**config.mk**
```make
export PLATFORM = sky130hd
export DESIGN_NAME = cq_arb_top
export DESIGN_NICKNAME = d
export VERILOG_FILES = /design/src/hdl/cq_ack_pkg.sv /design/src/hdl/cq_cfg_pkg.sv /design/src/hdl/cq_arb_top.sv /design/src/hdl/cq_merge.sv /design/src/hdl/cq_fifo.sv /design/src/hdl/cq_sort.sv
export SDC_FILE = /design/constraint.sdc
export NUM_CORES = 2
export LEC_CHECK = 0
export BUFFER_PORTS_ARGS = -buffer_cell sky130_fd_sc_hd__buf_2
export CAP_MARGIN = 15
export CORE_UTILIZATION = 50
export CTS_CLUSTER_DIAMETER = 50
export CTS_CLUSTER_SIZE = 16
export DETAILED_ROUTE_END_ITERATION = 8
export GPL_TIMING_DRIVEN = 1
export PLACE_DENSITY = 0.68
export SYNTH_ARGS = -nofsm -noshare
export SYNTH_HDL_FRONTEND = slang
export SYNTH_SLANG_ARGS = --single-unit
```
**constraint.sdc**
```tcl
create_clock -name aclk -period 3.7 [get_ports aclk]
set_input_delay 0.185 -clock aclk [delete_from_list [all_inputs] [get_ports aclk]]
set_output_delay 0.185 -clock aclk [all_outputs]
set_load 0.005 [all_outputs]
```
**src/hdl/cq_ack_pkg.sv**
```systemverilog
// completion entry definitions
package cq_ack_pkg;

  typedef logic [4:0] opcode_t;

  // one completion as reported by a producer, 31 bits in total
  typedef struct packed {
    opcode_t     opcode;  // transport opcode, only meaningful for RDMA entries
    logic [9:0]  qpn;     // queue pair the completion belongs to
    logic [15:0] tag;     // request identifier handed back to the host
  } ack_t;

  // RDMA read response opcodes, RC transport encoding
  localparam opcode_t op_rd_resp_first  = 5'h0d;
  localparam opcode_t op_rd_resp_middle = 5'h0e;
  localparam opcode_t op_rd_resp_last   = 5'h0f;
  localparam opcode_t op_rd_resp_only   = 5'h10;

  // plain acknowledge, closes a write on the RDMA side
  localparam opcode_t op_ack = 5'h11;

  // any segment of a read response counts as a read completion
  function automatic logic is_opcode_rd_resp(input opcode_t opcode);
    logic hit;
    hit = (opcode == op_rd_resp_first)  ||
          (opcode == op_rd_resp_middle) ||
          (opcode == op_rd_resp_last)   ||
          (opcode == op_rd_resp_only);
    return hit;
  endfunction

  // write completions from RDMA arrive only as acknowledges
  function automatic logic is_opcode_ack(input opcode_t opcode);
    return opcode == op_ack;
  endfunction

endpackage

```
**src/hdl/cq_cfg_pkg.sv**
```systemverilog
// completion queue configuration
package cq_cfg_pkg;

  // one FIFO per source and direction
  localparam int n_queues = 4;

  // slot numbers of the completion FIFOs, also the generate index at the top
  localparam int q_bpss_rd = 0;  // bypass read completions
  localparam int q_bpss_wr = 1;  // bypass write completions
  localparam int q_rdma_rd = 2;  // RDMA read responses
  localparam int q_rdma_wr = 3;  // RDMA acknowledges

  // entries held per FIFO, the output register counts as one of them
  // must stay a power of two of at least 2
  localparam int default_qdepth = 16;

endpackage
```
**src/hdl/cq_arb_top.sv**
```systemverilog
// completion queue arbiter top
module cq_arb_top #(
  parameter int qdepth = cq_cfg_pkg::default_qdepth
) (
  input  logic             aclk,
  input  logic             aresetn,
  // producers, strobes without back-pressure
  input  logic             bpss_rd_valid,
  input  cq_ack_pkg::ack_t bpss_rd_data,
  input  logic             bpss_wr_valid,
  input  cq_ack_pkg::ack_t bpss_wr_data,
  input  logic             rdma_valid,
  input  cq_ack_pkg::ack_t rdma_data,
  // ordered completion streams
  output logic             cq_rd_valid,
  output cq_ack_pkg::ack_t cq_rd_data,
  input  logic             cq_rd_ready,
  output logic             cq_wr_valid,
  output cq_ack_pkg::ack_t cq_wr_data,
  input  logic             cq_wr_ready,
  // sticky per FIFO, cleared by reset only
  output logic             overflow [cq_cfg_pkg::n_queues]
);

  import cq_cfg_pkg::*;
  import cq_ack_pkg::*;

  logic wr_en   [n_queues];  // sorter to FIFOs, combinational
  ack_t wr_data [n_queues];
  logic q_valid [n_queues];  // FIFO heads towards the merge
  ack_t q_data  [n_queues];
  logic q_ready [n_queues];

  // classify the three producers into four write ports
  cq_sort u_sort (
    .bpss_rd_valid (bpss_rd_valid),
    .bpss_rd_data  (bpss_rd_data),
    .bpss_wr_valid (bpss_wr_valid),
    .bpss_wr_data  (bpss_wr_data),
    .rdma_valid    (rdma_valid),
    .rdma_data     (rdma_data),
    .wr_en         (wr_en),
    .wr_data       (wr_data)
  );

  // one FIFO per slot, slot numbers come from the config package
  for (genvar i = 0; i < n_queues; i++) begin : g_q
    cq_fifo #(
      .qdepth  (qdepth),
      .entry_t (ack_t)
    ) u_fifo (
      .aclk     (aclk),
      .aresetn  (aresetn),
      .wr_en    (wr_en[i]),
      .wr_data  (wr_data[i]),
      .q_valid  (q_valid[i]),
      .q_data   (q_data[i]),
      .q_ready  (q_ready[i]),
      .overflow (overflow[i])
    );
  end

  // read and write arbiters with registered outputs
  cq_merge u_merge (
    .aclk        (aclk),
    .aresetn     (aresetn),
    .q_valid     (q_valid),
    .q_data      (q_data),
    .q_ready     (q_ready),
    .cq_rd_valid (cq_rd_valid),
    .cq_rd_data  (cq_rd_data),
    .cq_rd_ready (cq_rd_ready),
    .cq_wr_valid (cq_wr_valid),
    .cq_wr_data  (cq_wr_data),
    .cq_wr_ready (cq_wr_ready)
  );

endmodule

```
**src/hdl/cq_merge.sv**
```systemverilog
// round-robin completion merge
module cq_merge (
  input  logic             aclk,
  input  logic             aresetn,
  input  logic             q_valid [cq_cfg_pkg::n_queues],
  input  cq_ack_pkg::ack_t q_data  [cq_cfg_pkg::n_queues],
  output logic             q_ready [cq_cfg_pkg::n_queues],
  output logic             cq_rd_valid,
  output cq_ack_pkg::ack_t cq_rd_data,
  input  logic             cq_rd_ready,
  output logic             cq_wr_valid,
  output cq_ack_pkg::ack_t cq_wr_data,
  input  logic             cq_wr_ready
);

  import cq_cfg_pkg::*;
  import cq_ack_pkg::*;

  localparam int n_dirs = 2;
  localparam int dir_rd = 0;
  localparam int dir_wr = 1;

  // both directions share the same arbiter code, indexed by direction
  logic out_valid [n_dirs];
  ack_t out_data  [n_dirs];
  logic out_ready [n_dirs];

  assign cq_rd_valid       = out_valid[dir_rd];
  assign cq_rd_data        = out_data[dir_rd];
  assign out_ready[dir_rd] = cq_rd_ready;

  assign cq_wr_valid       = out_valid[dir_wr];
  assign cq_wr_data        = out_data[dir_wr];
  assign out_ready[dir_wr] = cq_wr_ready;

  for (genvar d = 0; d < n_dirs; d++) begin : g_dir
    // the two FIFOs competing for this direction
    localparam int bpss_idx = (d == dir_rd) ? q_bpss_rd : q_bpss_wr;
    localparam int rdma_idx = (d == dir_rd) ? q_rdma_rd : q_rdma_wr;

    logic rr;         // 0 prefers RDMA, 1 prefers bypass
    logic can_load;   // output register empty or emptied this cycle
    logic pick_rdma;
    logic pick_bpss;
    logic take;       // an entry moves from a FIFO into the register

    assign can_load = ~out_valid[d] | out_ready[d];

    // preferred source first, the other one only when the preferred is empty
    always_comb begin
      if (rr) begin
        pick_bpss = q_valid[bpss_idx];
        pick_rdma = q_valid[rdma_idx] & ~q_valid[bpss_idx];
      end else begin
        pick_rdma = q_valid[rdma_idx];
        pick_bpss = q_valid[bpss_idx] & ~q_valid[rdma_idx];
      end
    end

    assign take              = can_load & (pick_rdma | pick_bpss);
    assign q_ready[rdma_idx] = can_load & pick_rdma;  // grant doubles as the FIFO pop
    assign q_ready[bpss_idx] = can_load & pick_bpss;

    always_ff @(posedge aclk) begin
      if (!aresetn) begin
        rr           <= 1'b0;  // first grant after reset goes to RDMA
        out_valid[d] <= 1'b0;
      end else begin
        if (can_load)
          out_valid[d] <= take;  // held while the consumer stalls
        if (take)
          rr <= ~rr;  // flip on every load so the other source goes next
      end
    end

    always_ff @(posedge aclk) begin
      if (take)
        out_data[d] <= pick_rdma ? q_data[rdma_idx] : q_data[bpss_idx];
    end
  end

endmodule

```
**src/hdl/cq_fifo.sv**
```systemverilog
// completion FIFO
module cq_fifo #(
  parameter int  qdepth  = cq_cfg_pkg::default_qdepth,
  parameter type entry_t = cq_ack_pkg::ack_t
) (
  input  logic   aclk,
  input  logic   aresetn,
  input  logic   wr_en,
  input  entry_t wr_data,
  output logic   q_valid,
  output entry_t q_data,
  input  logic   q_ready,
  output logic   overflow
);

  localparam int ptr_w = $clog2(qdepth);      // qdepth is a power of two
  localparam int cnt_w = $clog2(qdepth + 1);  // count goes up to qdepth itself

  typedef logic [ptr_w-1:0] ptr_t;
  typedef logic [cnt_w-1:0] cnt_t;

  entry_t mem [qdepth];  // backing store behind the output register
  ptr_t   wr_ptr;
  ptr_t   rd_ptr;
  cnt_t   count;         // stored entries plus the one in the output register

  logic pop;       // head leaves this cycle
  logic full;
  logic accept;    // write is taken, either into mem or straight to the head
  logic out_load;  // output register is free or being drained
  logic buf_empty;

  assign pop       = q_valid & q_ready;
  assign full      = (count == cnt_t'(qdepth));
  assign accept    = wr_en & (~full | pop);  // a read frees a slot in the same cycle
  assign out_load  = ~q_valid | pop;
  // the head register fills first, so mem never reaches qdepth entries and
  // equal pointers always mean an empty store
  assign buf_empty = (wr_ptr == rd_ptr);

  always_ff @(posedge aclk) begin
    if (!aresetn) begin
      q_valid  <= 1'b0;
      wr_ptr   <= '0;
      rd_ptr   <= '0;
      count    <= '0;
      overflow <= 1'b0;
    end else begin
      // full and not draining, the new entry is lost and this is remembered
      if (wr_en && !accept)
        overflow <= 1'b1;

      case ({accept, pop})
        2'b10:   count <= count + cnt_t'(1);
        2'b01:   count <= count - cnt_t'(1);
        default: count <= count;  // idle, or one in and one out
      endcase

      if (out_load) begin
        if (!buf_empty) begin
          rd_ptr  <= rd_ptr + ptr_t'(1);  // oldest stored entry moves to the head
          q_valid <= 1'b1;
        end else begin
          q_valid <= accept;  // empty store, a new write bypasses it
        end
      end

      // a write goes to mem unless it took the bypass into the head register
      if (accept && !(out_load && buf_empty))
        wr_ptr <= wr_ptr + ptr_t'(1);
    end
  end

  // payload path without reset
  always_ff @(posedge aclk) begin
    if (out_load) begin
      if (!buf_empty)
        q_data <= mem[rd_ptr];
      else if (accept)
        q_data <= wr_data;
    end
    if (accept && !(out_load && buf_empty))
      mem[wr_ptr] <= wr_data;
  end

endmodule

```
**src/hdl/cq_sort.sv**
```systemverilog
// completion classifier
module cq_sort (
  input  logic               bpss_rd_valid,
  input  cq_ack_pkg::ack_t   bpss_rd_data,
  input  logic               bpss_wr_valid,
  input  cq_ack_pkg::ack_t   bpss_wr_data,
  input  logic               rdma_valid,
  input  cq_ack_pkg::ack_t   rdma_data,
  output logic               wr_en   [cq_cfg_pkg::n_queues],
  output cq_ack_pkg::ack_t   wr_data [cq_cfg_pkg::n_queues]
);

  import cq_cfg_pkg::*;
  import cq_ack_pkg::*;

  logic rdma_is_rd;  // opcode is one of the read response segments
  logic rdma_is_wr;  // opcode is a plain acknowledge

  // the opcode decides the direction, everything else is dropped here
  assign rdma_is_rd = is_opcode_rd_resp(rdma_data.opcode);
  assign rdma_is_wr = is_opcode_ack(rdma_data.opcode);

  always_comb begin
    // bypass producers already know their direction
    wr_en[q_bpss_rd]   = bpss_rd_valid;
    wr_data[q_bpss_rd] = bpss_rd_data;
    wr_en[q_bpss_wr]   = bpss_wr_valid;
    wr_data[q_bpss_wr] = bpss_wr_data;

    // the single RDMA stream fans out to both RDMA FIFOs
    // at most one of the two enables can be high for a given opcode
    wr_en[q_rdma_rd]   = rdma_valid & rdma_is_rd;
    wr_data[q_rdma_rd] = rdma_data;
    wr_en[q_rdma_wr]   = rdma_valid & rdma_is_wr;  // unsupported opcodes raise neither
    wr_data[q_rdma_wr] = rdma_data;
  end

endmodule

```
## Yosys cells after proc, flatten, opt, wreduce, memory -nomap -nowiden

Memory sizes are Yosys's and may differ from the RTL's. A register that Yosys moved wholly into a read port is not among the register bits.
Cells that the tools add are included.

| cells by class | value |
|---|---|
| mux-type cells | 51 |
| add/subtract/negate cells | 16 |
| equal/unequal tests | 25 |
| bitwise gates (word level) | 50 |
| reduce and logical (&&, ||, !) cells | 35 |

Operators by type and width:

| kind | number |
|---|---|
| 2-to-1 mux 31 bit | 10 |
| one-hot mux 5 bit (2 select lines) | 4 |
| adder 4 x 1 -> 4 bit, second input constant | 8 |
| 2-to-1 mux 4 bit | 8 |
| == test 5 bit, second input constant | 6 |
| 2-to-1 mux 1 bit | 29 |
| adder 5 x 1 -> 5 bit, second input constant | 4 |
| AND 1 bit | 20 |
| subtractor 5 x 1 -> 5 bit, second input constant | 4 |
| == test 4 bit | 4 |
| inverter 1 bit | 16 |
| AND reduction 2 bit | 8 |
| == test 5 x 4 -> 1 bit, second input constant | 3 |
| OR 1 bit | 14 |
| logical AND 1 bit | 12 |
| == test 2 x 1 -> 1 bit, second input constant | 4 |
| == test 2 bit, second input constant | 4 |
| zero test 1 bit | 8 |
| != test 2 x 1 -> 1 bit, second input constant | 4 |
| nonzero test 2 bit | 4 |
| logical OR 1 bit | 3 |

| storage, ports and cells | value |
|---|---|
| RAM bits | 2,048 |
| memories | 6 |
| output and inout bits | 68 |
| bits of input ports | 100 |
| flip-flop bits (word level) | 186 |
| word-level logic and storage cells | 217 |

Memory list:

| memory | words | bits a word | read ports | clocked after Yosys merged registers in | wr ports | line | source |
|---|---|---|---|---|---|---|---|
| g_q[0].u_fifo.mem | 16 | 31 | 1 | 1 | 1 | cq_fifo.sv:22 | `entry_t mem [qdepth];` |
| g_q[1].u_fifo.mem | 16 | 31 | 1 | 1 | 1 | cq_fifo.sv:22 |  |
| g_q[2].u_fifo.mem | 16 | 31 | 1 | 1 | 1 | cq_fifo.sv:22 |  |
| g_q[3].u_fifo.mem | 16 | 31 | 1 | 1 | 1 | cq_fifo.sv:22 |  |
| u_merge.out_data | 2 | 31 | 2 | 0 | 2 | cq_merge.sv:25 | `ack_t out_data [n_dirs];` |
| u_merge.out_valid | 2 | 1 | 2 | 0 | 2 | cq_merge.sv:24 | `logic out_valid [n_dirs];` |

## Longest topological paths before layout

| depth | value |
|---|---|
| depth after elaboration | 11 |
| mapped depth | 12 |
| depth with buffers taken out | 11 |

## Cells and area by module

Synthesis repeated with hierarchy kept, for this count alone.

| second synthesis, totals | value |
|---|---|
| cell total of the unflattened synthesis | 4,242 |
| area, all modules | 88,632.5 um^2 |

By module, submodules not included:

| module | sequential area each (um^2) | instances | area each (um^2) | cells each |
|---|---|---|---|---|
| cq_fifo at g_q[0].u_fifo ... | 16,205.5 | 3 | 21,187.8 | 995 |
| cq_fifo at g_q[3].u_fifo | 16,205.5 | 1 | 21,204.1 | 965 |
| cq_merge | 1,951.9 | 1 | 2,872.8 | 159 |
| cq_sort | 0.0 | 1 | 992.2 | 133 |

## Worst setup path before layout

Ideal clock, no wire load.

| timing | value |
|---|---|
| path kind | reg2reg |
| from | memory u_merge.out_valid[1] |
| to | memory g_q[3].u_fifo.mem[1][0] in the netlist's numbering, enable pin |
| arrival | 3,580 ps |
| setup slack | -338 ps |
| period minus slack after synthesis | 4,038 ps |
| library setup time | 458 ps |
| stages on the path, launching flop included | 7 |
| required time | 3,242 ps |
| buffers on the path | 1 |
| path through | dfxtp_1 -> nor2b_1 -> buf_2 -> o21ai_1 -> a211oi_4 -> nand2_1 -> nor3_1 |

RTL lines:

| what | line |
|---|---|
| start: declaration | cq_merge.sv:24 |
| end: declaration | cq_fifo.sv:22 |

## Worst setup path after layout

| timing | value |
|---|---|
| from | register g_q[0].u_fifo.count[1] |
| to | register g_q[0].u_fifo.count[4] |

| on the way | value |
|---|---|
| cells in the longest elaborated chain, start to end | 6 |
| elaborated cells on any way between the ends | 10 |
| classes of those cells | 2 x add/sub; 3 x eq/ne; 1 x mux; 3 x bitwise; 1 x reduce/logical |

Ends and longest elaborated chain:

| what | line | source |
|---|---|---|
| start: declaration | cq_fifo.sv:25 | `cnt_t count;` |
| start signal: assignment | cq_fifo.sv:54 | `2'b10: count <= count + cnt_t'(1);` |
| start signal: assignment | cq_fifo.sv:55 | `2'b01: count <= count - cnt_t'(1);` |
| start signal: assignment | cq_fifo.sv:56 | `default: count <= count;` |
| == test 5 bit | cq_fifo.sv:34 | `assign full = (count == cnt_t'(qdepth));` |
| inverter 1 bit | cq_fifo.sv:35 | `assign accept = wr_en & (~full \| pop);` |
| OR 1 bit | cq_fifo.sv:35 |  |
| AND 1 bit | cq_fifo.sv:35 |  |
| == test 2 x 1 -> 1 bit or == test 2 bit (tied branches) | cq_fifo.sv:53 | `case ({accept, pop})` |
| one-hot mux 5 bit (2 select lines) or nonzero test 2 bit (tied branches) | - |  |

Several ways; a longest one is shown, not always the timed one.
A chain may end at the register's enable or synchronous reset.

==> results.json <==
{
  "hold_depth": 5,
  "fmax_mhz": 304.9,
  "place_inst": 6449,
  "max_cap_viol_count": 0,
  "end_kind": "flop",
  "ys_types": 62,
  "nets": 4577,
  "stdcell_count": 6860,
  "cts_root_buffer": "clkbuf_16",
  "routed_wl_mm": 192.4,
  "rsz0062_at_grt": "false",
  "dieHeight_um": 417.0,
  "fin_crit_sh_pct": 88.64,
  "worstSetupPathType": "flop to flop",
  "synth_edf_count": 2171,
  "synth_seq_cells": 2250,
  "synth_common_cells": "edfxtp_1 (2,171), mux4_2 (496), o22ai_1 (248)",
  "r2r_slack_ns": 0.42,
  "die-width_um": 417.0,
  "relSlewSlack_pct": 20.37,
  "cts_buffers": 185,
  "synth.most_common_cell": "edfxtp_1",
  "maxSlewViolCount": 0,
  "hold_viol_final": 0,
  "irDropWorstVdd_uv": 543.5,
  "core_area_sq_um": 170200,
  "vias": 41390,
  "layout-drive-gt1-share_pct": 29.50,
  "seq_area_frac_synth_pct": 77.55,
  "tightest_slew_ns": 1.192,
  "fin_tns_setup_ns": 0,
  "hpwl_mm": 114.4,
  "setup_viol": 0,
  "async_flop_share_pct": 0,
  "fin_crit_ns": 3.280,
  "areaGrowthSynthToFinish_pct": 13.72,
  "yosysTopAreaCell": "edfxtp_1",
  "skew_ns": 0.03266,
  "drtAntennaViolNets": 0,
  "post-place-ws_ns": 0.4416,
  "antenna_found_initial": 8,
  "reg2regPathDepth": 11,
  "cts_tree": "done",
  "cts.clk_slew.worst_paths_ns": 0.07,
  "max_stage_delay_ns": 0.55,
  "synthDominantCellAreaShare_pct": 75.71,
  "placed_cell_area_sq_um": 91040,
  "start_util_pct": 50.58,
  "ys_top_cells_by_area": "edfxtp_1 (76%), mux4_2 (13%), mux2_2 (2.0%), dfxtp_1 (1.8%), o22ai_1 (1.8%)",
  "cts.sinks": 2250,
  "worstPathRequired_ns": 4.39,
  "multi_input_area_sq_um": 18790,
  "synth_nets": 4186,
  "grt-ovfl-total": 0,
  "fillCellCount": 12370,
  "final_core_util_pct": 57.52,
  "yosys_most_used_dff": "edfxtp_1",
  "cp_max_fo": 4,
  "ios": 168,
  "vias_per_cell": 6.033,
  "clock_path_buffers": 3,
  "clk_latency_ns": 0.82,
  "syn_avg_cell_area_sq_um": 21.27,
  "crit_chain": "or4b_1 -> a311oi_2 -> nand2b_1 -> ha_1 -> inv_1 -> fa_1 -> nor2b_1 -> o21ai_0 -> nand3_1 -> or3b_2 -> mux2i_1",
  "netlist_instances": 4048,
  "grt_pass1_wl_mm": 283.4,
  "place.gp.congestion": 0.8078,
  "grt_pass1_vias": 42160,
  "final_area_sq_um": 97920,
  "drt_pass1_iterations": 5,
  "power.total_mw": 59.11,
  "portBuffers": 167,
  "seqCellArea_sq_um": 66810,
  "synth_area_sq_um": 86110,
  "rows": 151,
  "grt_usage_pct": 22.36,
  "setup_slack_ns": 0.4205,
  "drc_errors": 0,
  "wire_per_inst_um": 28.05,
  "power.density_nw_per_um2": 603.6,
  "dieArea_sq_um": 173900,
  "arrival_ns": 3.97,
  "cts_max_level": 4,
  "grt_max_degree": 69,
  "hold_path_class": "primary input to flop",
  "status": "finished, final reports clean",
  "yosys_warnings": 0,
  "hold_ws_ns": 0.05417,
  "leakage_nw": 30.27,
  "crit_slowest_cell": "or4b_1",
  "drt_iter0_drc": 4385,
  "cp-start-kind": "flop"
}
[state kept, by name (all words and copies together) (netlist names), named ones only]
| register | cells |
|---|---|
| u_merge.g_dir.rr | 2 |
| g_q.u_fifo.overflow | 4 |
| u_merge.out_valid | 2 |
| g_q.u_fifo.rd_ptr | 16 |
| g_q.u_fifo.mem | 1984 |
| g_q.u_fifo.wr_ptr | 16 |
| g_q.u_fifo.q_valid | 4 |
| u_merge.out_data | 62 |
| g_q.u_fifo.count | 20 |
| g_q.u_fifo.q_data | 124 |
[final cells by class]
| cell class | instances | share of cell area (%) |
|---|---|---|
| sequential | 2250 | 68.23 |
| tap | 2295 | 2.932 |
| clock buffer | 225 | 5.064 |
| antenna | 2 | 0.005111 |
| timing repair buffer | 429 | 3.534 |
| multi-input combinational | 1549 | 19.19 |
| clock inverter | 86 | 0.9558 |
| inverter | 24 | 0.09200 |
[where the power goes]
group	internal, mW	leakage, nW	switching, mW
clock	10.5	2.86	8.99
sequential	29.8	20.3	0.927
combinational	3.79	7.15	5.18
[logic make-up after synthesis]
| group | Yosys count | share of synthesized area [%] |
|---|---|---|
| multiplexers | 656 | 15.06 |
| AO/OA/AOI/OAI | 458 | 3.242 |
| XOR/XNOR | 48 | 0.4882 |
| flip-flops | 2250 | 77.55 |
| adder cells (fa/ha/maj) | 38 | 0.5870 |
| AND/OR/NAND/NOR | 349 | 1.867 |
| buffers and inverters | 249 | 1.207 |
[worst max-delay path: cells and delay by family, from the launching register on]
| kind | cells | cell delay, ns |
|---|---|---|
| AOI/OAI and AO/OA | 2 | 0.41 |
| adders and majority gates | 2 | 0.66 |
| buffers and inverters | 1 | 0.11 |
| DFF | 1 | 0.34 |
| muxes | 1 | 0.13 |
| and+or+nand+nor | 5 | 1.51 |
[layer usage]
metal  track usage (%)  routed length, um  vias up  share of wire (%)
li1                  -                  -    17670                  -
met1             30.83              77420    21850                 40
met2             36.60              95680     1558                 50
met3             3.350              12780      301                6.6
met4             7.970               6505        2                3.4
met5                 0                  8        -             0.0042
[path summary, 6_finish.rpt]
check | start | endpoint
worst max-delay path | g_q[0].u_fifo.count[1]$_SDFFE_PN0P_ | g_q[0].u_fifo.count[4]$_SDFFE_PN0P_
worst min-delay path | rdma_valid | g_q[3].u_fifo.count[4]$_SDFFE_PN0P_
worst max register to register | g_q[0].u_fifo.count[1]$_SDFFE_PN0P_ | g_q[0].u_fifo.count[4]$_SDFFE_PN0P_
worst min register to register | g_q[3].u_fifo.overflow$_SDFFE_PN0P_ | g_q[3].u_fifo.overflow$_SDFFE_PN0P_
[placed cells by master (no fill, tap or decap), drive strengths merged, types with 17 or more instances in the layout]
cell type | Yosys | routed
nand2b | 19 | 19
mux2 | 155 | 155
nand3 | 26 | 26
nor2 | 90 | 90
clkinv | 0 | 43
xnor2 | 31 | 31
inv | 24 | 47
o22ai | 248 | 248
edfxtp | 2171 | 2171
clkbuf | 118 | 225
dlygate4sd3 | 0 | 98
a21oi | 152 | 152
xor2 | 17 | 17
and3 | 18 | 18
nor3 | 22 | 22
ha | 34 | 34
mux4 | 496 | 496
dfxtp | 79 | 79
buf | 107 | 331
nand2 | 134 | 134
[timing repair]
action                                   CTS  global route
gates resized for setup                    0             0
endpoints found under the setup margin     0             0
hold buffers                              98             0
endpoints found under the hold margin   1860             0
setup buffers                              0             0
Note: power is estimated with default switching activity, not from simulation.
